==> config.mk <==
export PLATFORM = sky130hd
export DESIGN_NAME = spi_slave_flat
export DESIGN_NICKNAME = d
export VERILOG_FILES = /design/src/common/cdctl_pkg.sv /design/src/common/csr_if.sv /design/src/spi_slave/spi_slave.sv /design/src/flat_wrapper.sv
export VERILOG_INCLUDE_DIRS = /design/src /design/src/common
export SDC_FILE = /design/constraint.sdc
export NUM_CORES = 1
export LEC_CHECK = 0
export ABC_CLOCK_PERIOD_IN_PS = 2110
export BUFFER_PORTS_ARGS = -buffer_cell sky130_fd_sc_hd__buf_2
export CORE_MARGIN = 8
export CORE_UTILIZATION = 25
export CTS_CLUSTER_SIZE = 28
export DETAILED_ROUTE_END_ITERATION = 12
export GPL_TIMING_DRIVEN = 0
export PLACE_DENSITY = 0.5
export REMOVE_ABC_BUFFERS = 1
export SYNTH_ARGS = -nofsm -noshare
export SYNTH_HDL_FRONTEND = slang
export SYNTH_SLANG_ARGS = --single-unit
export TNS_END_PERCENT = 10
==> constraint.sdc <==
create_clock -name clk -period 2.11 [get_ports clk]
set_input_delay 0.3165 -clock clk [delete_from_list [all_inputs] [get_ports clk]]
set_output_delay 0.3165 -clock clk [all_outputs]
set_load 0.05 [all_outputs]
==> src/common/cdctl_settings.svh <==
// =========================================================================
// Build-time constants of the serial-bus controller. Included by the
// package and by every block that needs a width, an address or a reset
// value.
// =========================================================================
`ifndef CDCTL_SETTINGS_SVH
`define CDCTL_SETTINGS_SVH

// Register bus widths.
`define CDCTL_ADDR_W 5
`define CDCTL_DATA_W 8

// Upper five bits of the 7-bit I2C device address; addr_sel fills the rest.
`define CDCTL_I2C_BASE 5'b11001

// Reset baud divider. A bit lasts divider plus one clocks.
`define CDCTL_BAUD_RESET 8'd7

// Value returned by the VERSION register.
`define CDCTL_VERSION 8'h10

`endif

==> src/common/cdctl_pkg.sv <==
// =========================================================================
// Shared types of the controller: register bus address and data words,
// and the register map of the link controller.
// =========================================================================
`include "cdctl_settings.svh"

package cdctl_pkg;

    typedef logic [`CDCTL_ADDR_W-1:0] csr_addr_t;
    typedef logic [`CDCTL_DATA_W-1:0] csr_data_t;

    // Register map. Addresses outside this list read as zero.
    typedef enum csr_addr_t {
        REG_VERSION = 0,
        REG_SETTING = 1,
        REG_BAUD    = 2,
        REG_STATUS  = 3,
        REG_TX_DATA = 4,
        REG_RX_DATA = 5,
        REG_SCRATCH = 6
    } reg_e;

endpackage

==> src/common/csr_if.sv <==
// =========================================================================
// Register bus between a serial target (host side) and the register bank
// (target side). Strobes last one cycle; readdata follows a read by one.
// =========================================================================
`timescale 1ns/1ps

interface csr_if;
    cdctl_pkg::csr_addr_t address;
    logic                 read;
    logic                 write;
    cdctl_pkg::csr_data_t writedata;
    cdctl_pkg::csr_data_t readdata;

    modport host (
        output address,
        output read,
        output write,
        output writedata,
        input  readdata
    );

    modport target (
        input  address,
        input  read,
        input  write,
        input  writedata,
        output readdata
    );
endinterface

==> src/spi_slave/spi_slave.sv <==
// =========================================================================
// SPI mode-0 target, MSB first. Byte one is {wr, 2'b0, addr[4:0]}; on a
// write byte two is the data, on a read the register is shifted out.
// =========================================================================
`timescale 1ns/1ps
`include "cdctl_settings.svh"

module spi_slave (
    input  logic clk,
    input  logic reset,
    input  logic sck,
    input  logic nss,
    input  logic sdi,
    output logic sdo,
    output logic sdo_en,
    csr_if.host  bus
);
    logic [2:0]           sck_sync;
    logic [1:0]           nss_sync;
    logic [1:0]           sdi_sync;
    logic                 nss_s;
    logic                 sck_rise;
    logic                 sck_fall;
    logic [3:0]           bit_cnt;
    logic [6:0]           rx_sh;
    cdctl_pkg::csr_data_t rx_byte;
    cdctl_pkg::csr_data_t tx_sh;
    logic                 is_write;
    logic                 rd_phase;
    logic                 rd_pend;

    // Two synchronizer stages; sck gets a third flop for edge detection.
    always_ff @(posedge clk) begin
        if (reset) begin
            sck_sync <= 3'b000;
            nss_sync <= 2'b11;
        end else begin
            sck_sync <= {sck_sync[1:0], sck};
            nss_sync <= {nss_sync[0], nss};
        end
        sdi_sync <= {sdi_sync[0], sdi};
    end

    assign nss_s    = nss_sync[1];
    assign sck_rise = sck_sync[1] & ~sck_sync[2];
    assign sck_fall = ~sck_sync[1] & sck_sync[2];
    assign rx_byte  = {rx_sh, sdi_sync[1]};

    always_ff @(posedge clk) begin
        if (reset) begin
            bit_cnt   <= '0;
            is_write  <= 1'b0;
            rd_phase  <= 1'b0;
            rd_pend   <= 1'b0;
            sdo_en    <= 1'b0;
            bus.read  <= 1'b0;
            bus.write <= 1'b0;
        end else begin
            bus.read  <= 1'b0;
            bus.write <= 1'b0;
            rd_pend   <= bus.read;
            if (nss_s) begin
                bit_cnt  <= '0;
                rd_phase <= 1'b0;
            end else if (sck_rise) begin
                bit_cnt <= bit_cnt + 4'd1;
                // Command byte complete on the 8th edge.
                if (bit_cnt == 4'd7) begin
                    is_write <= rx_byte[7];
                    bus.read <= ~rx_byte[7];
                    rd_phase <= ~rx_byte[7];
                end
                if (bit_cnt == 4'd15) begin
                    bus.write <= is_write;
                    rd_phase  <= 1'b0;
                end
            end
            // Release on the first sign of nss so the pin is free once the
            // synchronized nss goes high.
            if (nss_sync[0] | nss_sync[1]) begin
                sdo_en <= 1'b0;
            end else if (sck_fall) begin
                sdo_en <= rd_phase;
            end
        end
    end

    always_ff @(posedge clk) begin
        if (sck_rise) begin
            rx_sh <= rx_byte[6:0];
        end
        if (sck_rise && bit_cnt == 4'd7) begin
            bus.address <= rx_byte[`CDCTL_ADDR_W-1:0];
        end
        if (sck_rise && bit_cnt == 4'd15) begin
            bus.writedata <= rx_byte;
        end
        if (rd_pend) begin
            tx_sh <= bus.readdata;
        end else if (sck_fall && rd_phase) begin
            sdo   <= tx_sh[7];
            tx_sh <= {tx_sh[6:0], 1'b0};
        end
    end

    a_sdo_idle: assert property (@(posedge clk) disable iff (reset) nss_s |-> !sdo_en)
        else $error("spi_slave: sdo_en high while nss is high");

endmodule

==> src/flat_wrapper.sv <==
// flat-port wrapper written by rule: the top's interface ports become plain ports
module spi_slave_flat 
  (clk, reset, sck, nss, sdi, sdo, sdo_en, bus_address, bus_read, bus_write, bus_writedata, bus_readdata);
  csr_if bus_i ();
  input  logic clk;
  input  logic reset;
  input  logic sck;
  input  logic nss;
  input  logic sdi;
  output logic sdo;
  output logic sdo_en;
  output wire logic [$bits(bus_i.address)-1:0] bus_address;
  output wire logic [$bits(bus_i.read)-1:0] bus_read;
  output wire logic [$bits(bus_i.write)-1:0] bus_write;
  output wire logic [$bits(bus_i.writedata)-1:0] bus_writedata;
  input wire logic [$bits(bus_i.readdata)-1:0] bus_readdata;
  assign bus_address = bus_i.address;
  assign bus_read = bus_i.read;
  assign bus_write = bus_i.write;
  assign bus_writedata = bus_i.writedata;
  assign bus_i.readdata = bus_readdata;
  spi_slave u_core (.clk(clk), .reset(reset), .sck(sck), .nss(nss), .sdi(sdi), .sdo(sdo), .sdo_en(sdo_en), .bus(bus_i));
endmodule
Word-level counts from Yosys, hierarchy flattened
Index checks and enable logic that the tools add are counted.
{"block": "classes", "n_addsub": 1, "reduce_logical": 12, "mux": 4, "eq_ne": 2, "bitwise_logic": 11}
{"op": "$mux W8", "count": 2}
{"op": "$not A1 Y1", "count": 8}
{"op": "$reduce_or A4 Y1", "count": 2}
{"op": "$add A4 B1 Y4 const B", "count": 1}
{"op": "$eq A4 B3 Y1 const B", "count": 1}
{"op": "$eq A4 B4 Y1 const B", "count": 1}
{"op": "$reduce_and A2 Y1", "count": 2}
{"op": "$reduce_bool A2 Y1", "count": 2}
{"op": "$reduce_or A2 Y1", "count": 2}
{"op": "$logic_and A1 B1 Y1", "count": 3}
{"op": "$reduce_and A3 Y1", "count": 1}
{"op": "$and A1 B1 Y1", "count": 2}
{"op": "$mux W1", "count": 2}
{"op": "$or A1 B1 Y1", "count": 1}
{"block": "word_totals", "ff_bits": 46, "wordCells": 45}

Depth between registers and ports, before layout
Gate-level depths: netlist (run 1).
{"block": "depth", "depth_word": 5, "depth_mapped": 4, "depth_no_buf": 4}

Worst setup path before layout (run 1)
No wires, ideal clock.
{"block": "synth_timing", "kind": "reg-to-reg", "startpoint": "register u_core.bit_cnt[0]", "endpoint": "register u_core.bus.writedata[0] (enable)", "synth_period_minus_slack_ns": 1.471, "setup_time_ns": 0.373, "arrival_ns": 1.098, "slack_ns": 0.639, "stages_incl_launch_ff": 4, "path_buffers": 0, "path_cell_list": "dfxtp_1 -> ha_1 -> nand4b_4 -> nor2_1"}
{"block": "synth_between", "elab_chain_cells": 2}
{"item": "start: declaration", "line": "spi_slave.sv:24", "source": "logic [3:0] bit_cnt;"}
{"item": "start signal: assignment", "line": "spi_slave.sv:66", "source": "bit_cnt <= bit_cnt + 4'd1;"}
{"item": "$eq A4 B4 Y1", "line": "spi_slave.sv:95", "source": "if (sck_rise && bit_cnt == 4'd15) begin"}
{"item": "$logic_and A1 B1 Y1", "line": "spi_slave.sv:95"}
{"item": "end signal: assignment", "line": "spi_slave.sv:96", "source": "bus.writedata <= rx_byte;"}
{"item": "end: declaration", "line": "csr_if.sv:18", "source": "output writedata,"}
Every way passes these cells.
A chain may end at the register's enable or synchronous reset.

Worst setup path after layout (run 1)
Ends and elaborated chain as after synthesis.

==> results of run 1 <==
==> synthesized netlist by cell type (2+ instances only) <==
cell       n
and2b_1    2
nand2_1    3
or2_2      3
inv_1      3
mux2_2     7
dfxtp_1   17
nor2_1     6
edfxtp_1  29
or3_1      2
nand2b_1   4
a21oi_1    2
nand3b_1   2
nor2b_1    2
o21ai_0    2
==> layer usage <==
layer  vias up  wire length, um
li1        413                -
met1       408             1031
met2        17             1306
met3         6              145
met4         0               72
met5         -                0
==> per-stage QoR <==
step | std cells | utilization (%) | hold WS, ns | setup WS, ns
after global routing | 210 | 30.91 | 0.1078 | 0.2517
final | 210 | 30.91 | 0.1219 | 0.3784
after CTS | 210 | 30.91 | 0.1131 | 0.3227
after global placement | 202 | 29.08 | 0.3112 | 0.3898
after floorplan | 96 | - | 0.3096 | 0.6391
after detailed placement | 202 | 29.08 | 0.3347 | 0.3553
==> worst max-delay path by stage <==
stage,start,endpoint,slack (ns),cells past startpoint
detailed placement,u_core.bit_cnt[0],u_core.bus.writedata[0],0.36,3
global placement,u_core.bit_cnt[0],u_core.bus.writedata[4],0.39,3
CTS,u_core.bit_cnt[0],u_core.bus.writedata[0],0.32,3
floorplan,u_core.bit_cnt[0],u_core.bus.writedata[0],0.64,3
finish,u_core.bit_cnt[0],u_core.bus.writedata[0],0.38,3
global route,u_core.bit_cnt[0],u_core.bus.writedata[0],0.25,3
==> sequential cells by signal, indices dropped and copies added (netlist names), 2 cells and up <==
register and cells:
u_core.bus.writedata 8, u_core.tx_sh 8, u_core.rx_sh 7, u_core.bus.address 5
u_core.bit_cnt 4, u_core.sck_sync 3, u_core.nss_sync 2, u_core.sdi_sync 2
==> worst reg2reg max path: stages, from the launching register on <==
cell and delay [ns]:
dfxtp_1 0.40, ha_1 0.24, nand4b_4 0.14, nor2_1 0.59
==> power breakdown <==
| part | switching, mW | internal (mW) |
|---|---|---|
| clock | 0.288 | 0.352 |
| combinational | 0.0101 | 0.0133 |
| sequential | 0.00631 | 0.958 |
| total | 0.304 | 1.32 |
==> cells by family (layout without fill, tap and decap cells) <==
family	after synthesis	count (layout)
fa+ha+maj	1	1
mux	8	8
buf+inv	5	40
simple gates	30	30
flops	46	46
xor+xnor	2	2
compound gates	6	6
==> area by class of cell <==
| cell class | count | area (sq um) | share of cell area [%] |
|---|---|---|---|
| Sequential cell | 46 | 1211 | 63.14 |
| Tap cell | 77 | 96.34 | 5.023 |
| Inverter | 3 | 11.26 | 0.5871 |
| Multi-Input combinational cell | 47 | 340.3 | 17.74 |
| Timing Repair Buffer | 29 | 145.1 | 7.567 |
| Clock buffer | 5 | 68.82 | 3.588 |
| Clock inverter | 3 | 45.04 | 2.348 |
==> impl_metrics.ini, run 1 <==
[clocking]
post_cts_resized = 0
cts_root_buf = clkbuf_8
clk_latency_ns = 0.29
cts.clk_slew.worst_paths_ns = 0.08
cts_buffers = 5
cts.sinks = 46
cts_setup_buffers = 0
clk_path_buf_depth = 2
tritoncts = built
htree_num_levels = 2
holdBufCountCts = 0

[final_layout]
diodes = 0
nNetsFinal = 146
drive_gt1_share_pct = 36.84
stdcell_area_sq_um = 1918
fill_cells = 622
mostFrequentLayoutCells = buf_2, edfxtp_1, dfxtp_1
syn2layout_area_growth_pct = 22.05

[routing]
drc = 0
viasPerCell = 4.019
first_pass_iters = 4
final_antenna_net_count = 0
drtIter0Drc = 58
wl_um = 2555
routedWlPerCell_um = 12.17
num_vias = 844

[min_path]
min-delay-start = sdi
min_path_cells = 1
min_to = u_core.sdi_sync[0]
hp-class = in2reg

[global_routing]
antenna_found_initial = 0
grt_pass1_vias = 867
grt_util_met1_pct = 6.280
grtUsageMet2_pct = 10.47
overflow = 0
met3_usage_pct = 2.205
top_usage_layer = met2
grt_pass1_wl_um = 4195
grt_usage_pct = 6.140
grt_max_degree = 16

[sta]
maxClockFrequency_ghz = 0.5775
slew_headroom_pct = 51.10
setup_viol = 0
setup_tns_ns = 0
period_needed_ns = 1.732
tightest_slew_ns = 0.7308
rsz0062_at_grt = no
slew_viol_final = 0
skew_ns = 0.008133
hold_viol = 0
finalCritPeriodShare_pct = 82.07

[critical_path]
critPathBufInv = 0
rr_startpoint = u_core.bit_cnt[0]
cp_slowest_cell = nor2_1
start_kind = flip-flop
r2r-end = u_core.bus.writedata[0]
max_stage_delay_ns = 0.59
crit_required_ns = 2.04
crit_path_max_fanout = 9
crit_chain = ha_1 -> nand4b_4 -> nor2_1
crit_arrival_ns = 1.66
critPathTopFamily = simple AND/OR/NAND/NOR gates
cp-end-kind = flip-flop
ff2ff_setup_slack_ns = 0.38
crit_type = reg2reg
rr_worst_depth = 3

[floorplan]
io_pins = 30
die_h_um = 95.29
dieArea_sq_um = 9079
die_width_um = 95.29
core-area_sq_um = 6205
start_util_pct = 25.33
rows = 29

[power]
ir_drop_mv = 0.2660
p_per_area_nw_per_um2 = 848.3
total_power_mw = 1.627
p_leak_nw = 0.7255

[synthesis]
synth_warnings = 0
synth.top_cell.area_share_pct = 55.41
yosys.cell_types.count = 28
synth_fa_ha_area_share_pct = 0.7962
synth_top_family_by_area = simple AND/OR/NAND/NOR gates
async_flop_share_pct = 0
synth-edff-count = 29
netlist_top_cells_area = edfxtp_1, dfxtp_1, mux2_2
synth_area_sq_um = 1572
yosys_most_used_dff = edfxtp_1
synth-compound-area-share_pct = 2.309
synth_mux_area_share_pct = 5.653
synth-xor-area-share_pct = 1.115
synth_area_leader_cell = edfxtp_1
synth.avg_cell_area_sq_um = 16.04
ys_ff_latch = 46
synthSimpleGateAreaFrac_pct = 11.78
synth_seq_area_share_pct = 77.07
syn_inst = 98

[run_status]
run_status = complete, no violations

[placed_design]
postPlaceCellArea_sq_um = 1804
hpwl_um = 1837
place_congestion = 0.6823
port_buffers = 29

[run]
maxCapViolations = 0
Power figures use the tool's default switching activity.
==> run 2, diff against run 1 <==
--- a/config.mk
+++ b/config.mk
@@ -6,7 +6,8 @@
 export SDC_FILE = /design/constraint.sdc
 export NUM_CORES = 1
 export LEC_CHECK = 0
-export ABC_CLOCK_PERIOD_IN_PS = 2110
+export ABC_AREA = 1
+export ABC_CLOCK_PERIOD_IN_PS = 1600
 export BUFFER_PORTS_ARGS = -buffer_cell sky130_fd_sc_hd__buf_2
 export CORE_MARGIN = 8
 export CORE_UTILIZATION = 25
==> constraint.sdc (replaced) <==
create_clock -name clk -period 1.6 [get_ports clk]
set_input_delay 0.24 -clock clk [delete_from_list [all_inputs] [get_ports clk]]
set_output_delay 0.24 -clock clk [all_outputs]
set_load 0.05 [all_outputs]
==> impl_metrics.ini, run 2 <==
[run_status]
run_status = complete, no violations

[sta]
maxClockFrequency_ghz = 0.7200
setup_ws_ns = 0.2112
slew_viol_final = 0
finalCritPeriodShare_pct = 86.80
tightest_slew_ns = 0.3378
hold_viol = 0
slew_headroom_pct = 77.42
period_needed_ns = 1.389
skew_ns = 0.009282
rsz0062_at_grt = no
setup_viol = 0
setup_tns_ns = 0

[floorplan]
start_util_pct = 25.53
rows = 29
die_h_um = 96.07
dieArea_sq_um = 9229
die_width_um = 96.07
io_pins = 30
core-area_sq_um = 6277

[final_layout]
nNetsFinal = 177
syn2layout_area_growth_pct = 23.89
final_common_cell = nand2_1
largestRegisters = u_core.bus.writedata: 8 flops, u_core.tx_sh: 8 flops, u_core.rx_sh: 7 flops
multi_input_comb_area_sq_um = 320.3
drive_gt1_share_pct = 31.10
mostFrequentLayoutCells = nand2_1, buf_2, edfxtp_1
diodes = 0
register_area_sq_um = 1211
fill_cells = 637

[critical_path]
cp-end-kind = flip-flop
crit_arrival_ns = 1.38
max_stage_delay_ns = 0.33
r2r-end = u_core.bus.writedata[3]
crit_chain = inv_1 -> nand2_4 -> inv_4 -> nand3_2 -> inv_2 -> nand2_2 -> clkinvlp_4
crit_path_start = u_core.sck_sync[2]
rr_startpoint = u_core.sck_sync[2]
cp_slowest_cell = dfxtp_1
rr_worst_depth = 7
crit_path_max_fanout = 10
ff2ff_setup_slack_ns = 0.21
start_kind = flip-flop
crit_type = reg2reg
cp-endpoint = u_core.bus.writedata[3]
crit_required_ns = 1.59

[synthesis]
synth_common_cells = nand2_1, edfxtp_1, dfxtp_1
syn_inst = 128
synth.top_cell.area_share_pct = 54.33
synth-edff-count = 29
synth_area_leader_cell = edfxtp_1
async_flop_share_pct = 0
synth_seq_area_share_pct = 75.57
synth_area_sq_um = 1603
ys_ff_latch = 46
netlist_top_cells_area = edfxtp_1, dfxtp_1, nand2_1
synth.avg_cell_area_sq_um = 12.52
yosys.cell_types.count = 21
synth_warnings = 0
synth.most_common_cell = nand2_1
yosys_most_used_dff = edfxtp_1

[clocking]
tritoncts = built
clk_latency_ns = 0.30
cts.clk_slew.worst_paths_ns = 0.09
cts_root_buf = clkbuf_8
cts.sinks = 46
htree_num_levels = 2
clk_path_buf_depth = 2
holdBufCountCts = 0
cts_buffers = 5

[power]
ir_drop_mv = 0.3617
p_per_area_nw_per_um2 = 1184
p_leak_nw = 0.7843

[routing]
first_pass_iters = 4
num_vias = 934
drc = 0
final_antenna_net_count = 0
viasPerCell = 3.876
wl_um = 2652
routedWlPerCell_um = 11.00
drtIter0Drc = 41

[global_routing]
grt_pass1_wl_um = 4305
grt_pass1_vias = 950
overflow = 0
antenna_found_initial = 0
grt_max_degree = 15
grt_usage_pct = 6.242

[min_path]
hp-class = in2reg

[run]
maxCapViolations = 0

[placed_design]
pre_cts_slack_ns = 0.07037
port_buffers = 29
hpwl_um = 1955
place_congestion = 0.7034
run 2: power breakdown:
| group | leakage [nW] | switching [mW] | internal (mW) |
|---|---|---|---|
| sequential | 0.399 | 0.00740 | 1.26 |
| combinational | 0.313 | 0.0199 | 0.0160 |
| clock | 0.0714 | 0.379 | 0.666 |
run 2: layer usage:
layer	global-route usage, %	share of wire, %
met5	0	0
met4	4.609	2.9
met3	2.184	5.2
met1	6.617	44
met2	10.10	48
run 2: cell families (layout without fill, tap and decap cells):
kind of cell	after synthesis	count (layout)	share of synthesized area [%]
buffers and inverters	18	54	4.449
adders and majority gates	1	1	0.7805
AOI/OAI and AO/OA	9	9	3.279
DFF	46	46	75.57
and+or+nand+nor	54	54	15.93
run 2: timing repair:
action | 4_1_cts | 5_1_grt
setup endpoints to repair | 0 | 8
setup buffers | 0 | 0
gates resized for setup | 0 | 1
run 2: worst min path at each step:
stage / from / to / slack, ns / cells past startpoint
floorplan: sdi / u_core.sdi_sync[0] / 0.27 / 0
detailed placement: u_core.sdi_sync[0] / u_core.sdi_sync[1] / 0.31 / 0
CTS: sdi / u_core.sdi_sync[0] / 0.03 / 1
global placement: u_core.sdi_sync[0] / u_core.sdi_sync[1] / 0.31 / 0
finish: sdi / u_core.sdi_sync[0] / 0.04 / 1
global route: sdi / u_core.sdi_sync[0] / 0.02 / 1
run 2: per-stage QoR:
stage | instances | utilization [%] | cell area (sq um) | total power [mW] | hold slack [ns]
after floorplan | 127 | - | 1598 | 1.313 | 0.2677
after global placement | 233 | 29.30 | 1839 | 1.334 | 0.3129
after detailed placement | 233 | 29.30 | 1839 | 1.335 | 0.3146
after CTS | 241 | 31.57 | 1982 | 2.377 | 0.02876
after global routing | 241 | 31.63 | 1986 | 2.422 | 0.02259
final | 241 | 31.63 | 1986 | 2.351 | 0.03644
run 2: layout make-up:
cell class	count	area share [%]
clock buffer	6	4.159
multi-input combinational	64	16.13
timing repair buffer	29	7.309
tap	77	4.852
sequential	46	61.00
inverter	17	3.529
clock inverter	2	3.025
run 2: worst max-delay path: cells and delay by family (launching register included):
kind                   cells  cell delay [ns]
buffers and inverters      4             0.49
AND/OR/NAND/NOR            3             0.27
flip-flops                 1             0.33
==> run 3, diff against run 2 <==
--- a/config.mk
+++ b/config.mk
@@ -15,7 +15,6 @@
 export DETAILED_ROUTE_END_ITERATION = 12
 export GPL_TIMING_DRIVEN = 0
 export PLACE_DENSITY = 0.5
-export REMOVE_ABC_BUFFERS = 1
 export SYNTH_ARGS = -nofsm -noshare
 export SYNTH_HDL_FRONTEND = slang
 export SYNTH_SLANG_ARGS = --single-unit
==> impl_metrics.ini, run 3 (synthesis results as in run 2) <==
[run_status]
run_status = complete, no violations

[final_layout]
mostFrequentLayoutCells = buf_2, nand2_1, edfxtp_1
syn2layout_area_growth_pct = 21.86
fill_cells = 643
drive_gt1_share_pct = 30.91
diodes = 0
nNetsFinal = 178
largestRegisters = u_core.bus.writedata: 8 flops, u_core.tx_sh: 8 flops, u_core.rx_sh: 7 flops

[routing]
first_pass_iters = 4
wl_um = 2563
routedWlPerCell_um = 10.59
final_antenna_net_count = 0
drc = 0
viasPerCell = 3.798
drtIter0Drc = 42
num_vias = 919

[sta]
hold_viol = 0
period_needed_ns = 1.459
slew_viol_final = 0
slew_headroom_pct = 77.53
rsz0062_at_grt = no
tightest_slew_ns = 0.3362
maxClockFrequency_ghz = 0.6855
finalCritPeriodShare_pct = 91.18
whs_ns = 0.04331
setup_tns_ns = 0
skew_ns = 0.005784
setup_viol = 0

[critical_path]
cp-end-kind = flip-flop
crit_required_ns = 1.56
rr_worst_depth = 7
crit_arrival_ns = 1.42
crit_type = reg2reg
crit_path_max_fanout = 10
start_kind = flip-flop

[power]
p_leak_nw = 0.7866
p_switching_uw = 396.2
switching_share_pct = 18.56
clkPwrFrac_pct = 38.8
p_per_area_nw_per_um2 = 1093
p_seq_share_pct = 59.5
ir_drop_mv = 0.4843
p_int_mw = 1.739
p_comb_share_pct = 1.7

[clocking]
clk_path_buf_depth = 2
cts.clk_slew.worst_paths_ns = 0.08
cts_setup_buffers = 0
post_cts_resized = 0
cts_root_buf = clkbuf_8
cts.sinks = 46
tritoncts = built
holdBufCountCts = 0
htree_num_levels = 2
cts_buffers = 5
clk_latency_ns = 0.29

[global_routing]
grt_pass1_wl_um = 4181
grtUsageMet2_pct = 9.251
overflow = 0
grt_util_met1_pct = 6.995
grt_pass1_vias = 883
grt_usage_pct = 6.015
antenna_found_initial = 0
top_usage_layer = met2
grt_max_degree = 15
met3_usage_pct = 2.106

[min_path]
hp-class = in2reg
min_path_cells = 1

[floorplan]
core-area_sq_um = 6277
die_width_um = 96.07
die_h_um = 96.07
start_util_pct = 25.53
rows = 29
io_pins = 30
dieArea_sq_um = 9229

[synthesis]
synth_fp_nets = 142

[run]
maxCapViolations = 0

[placed_design]
port_buffers = 29
hpwl_um = 1923
place_congestion = 0.7250
-- run 3: path summary, 6_finish.rpt --
path / startpoint / endpoint / slack, ns
max reg2reg: u_core.sck_sync[2] / u_core.bus.writedata[6] / 0.14
min: sdi / u_core.sdi_sync[0] / 0.04
min reg2reg: u_core.sdi_sync[0] / u_core.sdi_sync[1] / 0.33
max: u_core.sck_sync[2] / u_core.bus.writedata[6] / 0.14
-- run 3: per-layer routing --
| metal | routed length, um | vias to the layer above | part of all wire [%] |
|---|---|---|---|
| met4 | 68 | 0 | 2.7 |
| li1 | - | 486 | - |
| met2 | 1213 | 17 | 47 |
| met1 | 1158 | 410 | 45 |
| met5 | 0 | - | 0 |
| met3 | 123 | 6 | 4.8 |
-- run 3: final cells by class --
type	instances	area, sq um	share of cell area [%]
sequential	46	1211	62.01
multi-input combinational	64	320.3	16.40
timing repair buffer	29	145.1	7.431
tap	77	96.34	4.933
clock buffer	5	68.82	3.523
inverter	17	66.31	3.395
clock inverter	3	40.04	2.050
buffer	1	5.005	0.2562
-- run 3: worst max-delay path, cell delays in order (launching register included) --
cell	delay, ns
dfxtp_1	0.32
inv_1	0.10
nand2_4	0.10
inv_4	0.14
nand3_2	0.11
inv_2	0.07
nand2_2	0.05
inv_1	0.25
-- run 3: metrics by stage --
step,worst slack [ns],utilization [%],instances,instance area (sq um),total power [mW]
finish,0.1411,31.11,242,1953,2.135
global route,0.01242,31.11,242,1953,2.223
CTS,0.1012,31.11,242,1953,2.162
detailed placement,0.1104,29.38,234,1844,1.335
global placement,0.1251,29.38,234,1844,1.334
floorplan,0.3309,-,128,1603,1.313
-- run 3: power by group through the flow --
stage	clock network (mW)	logic, mW	registers [mW]
2_1_floorplan	0	0.0167	1.30
3_3_place_gp	0	0.0364	1.30
3_5_place_dp	0	0.0368	1.30
4_1_cts	0.854	0.0369	1.27
5_1_grt	0.908	0.0419	1.27
6_report	0.828	0.0364	1.27
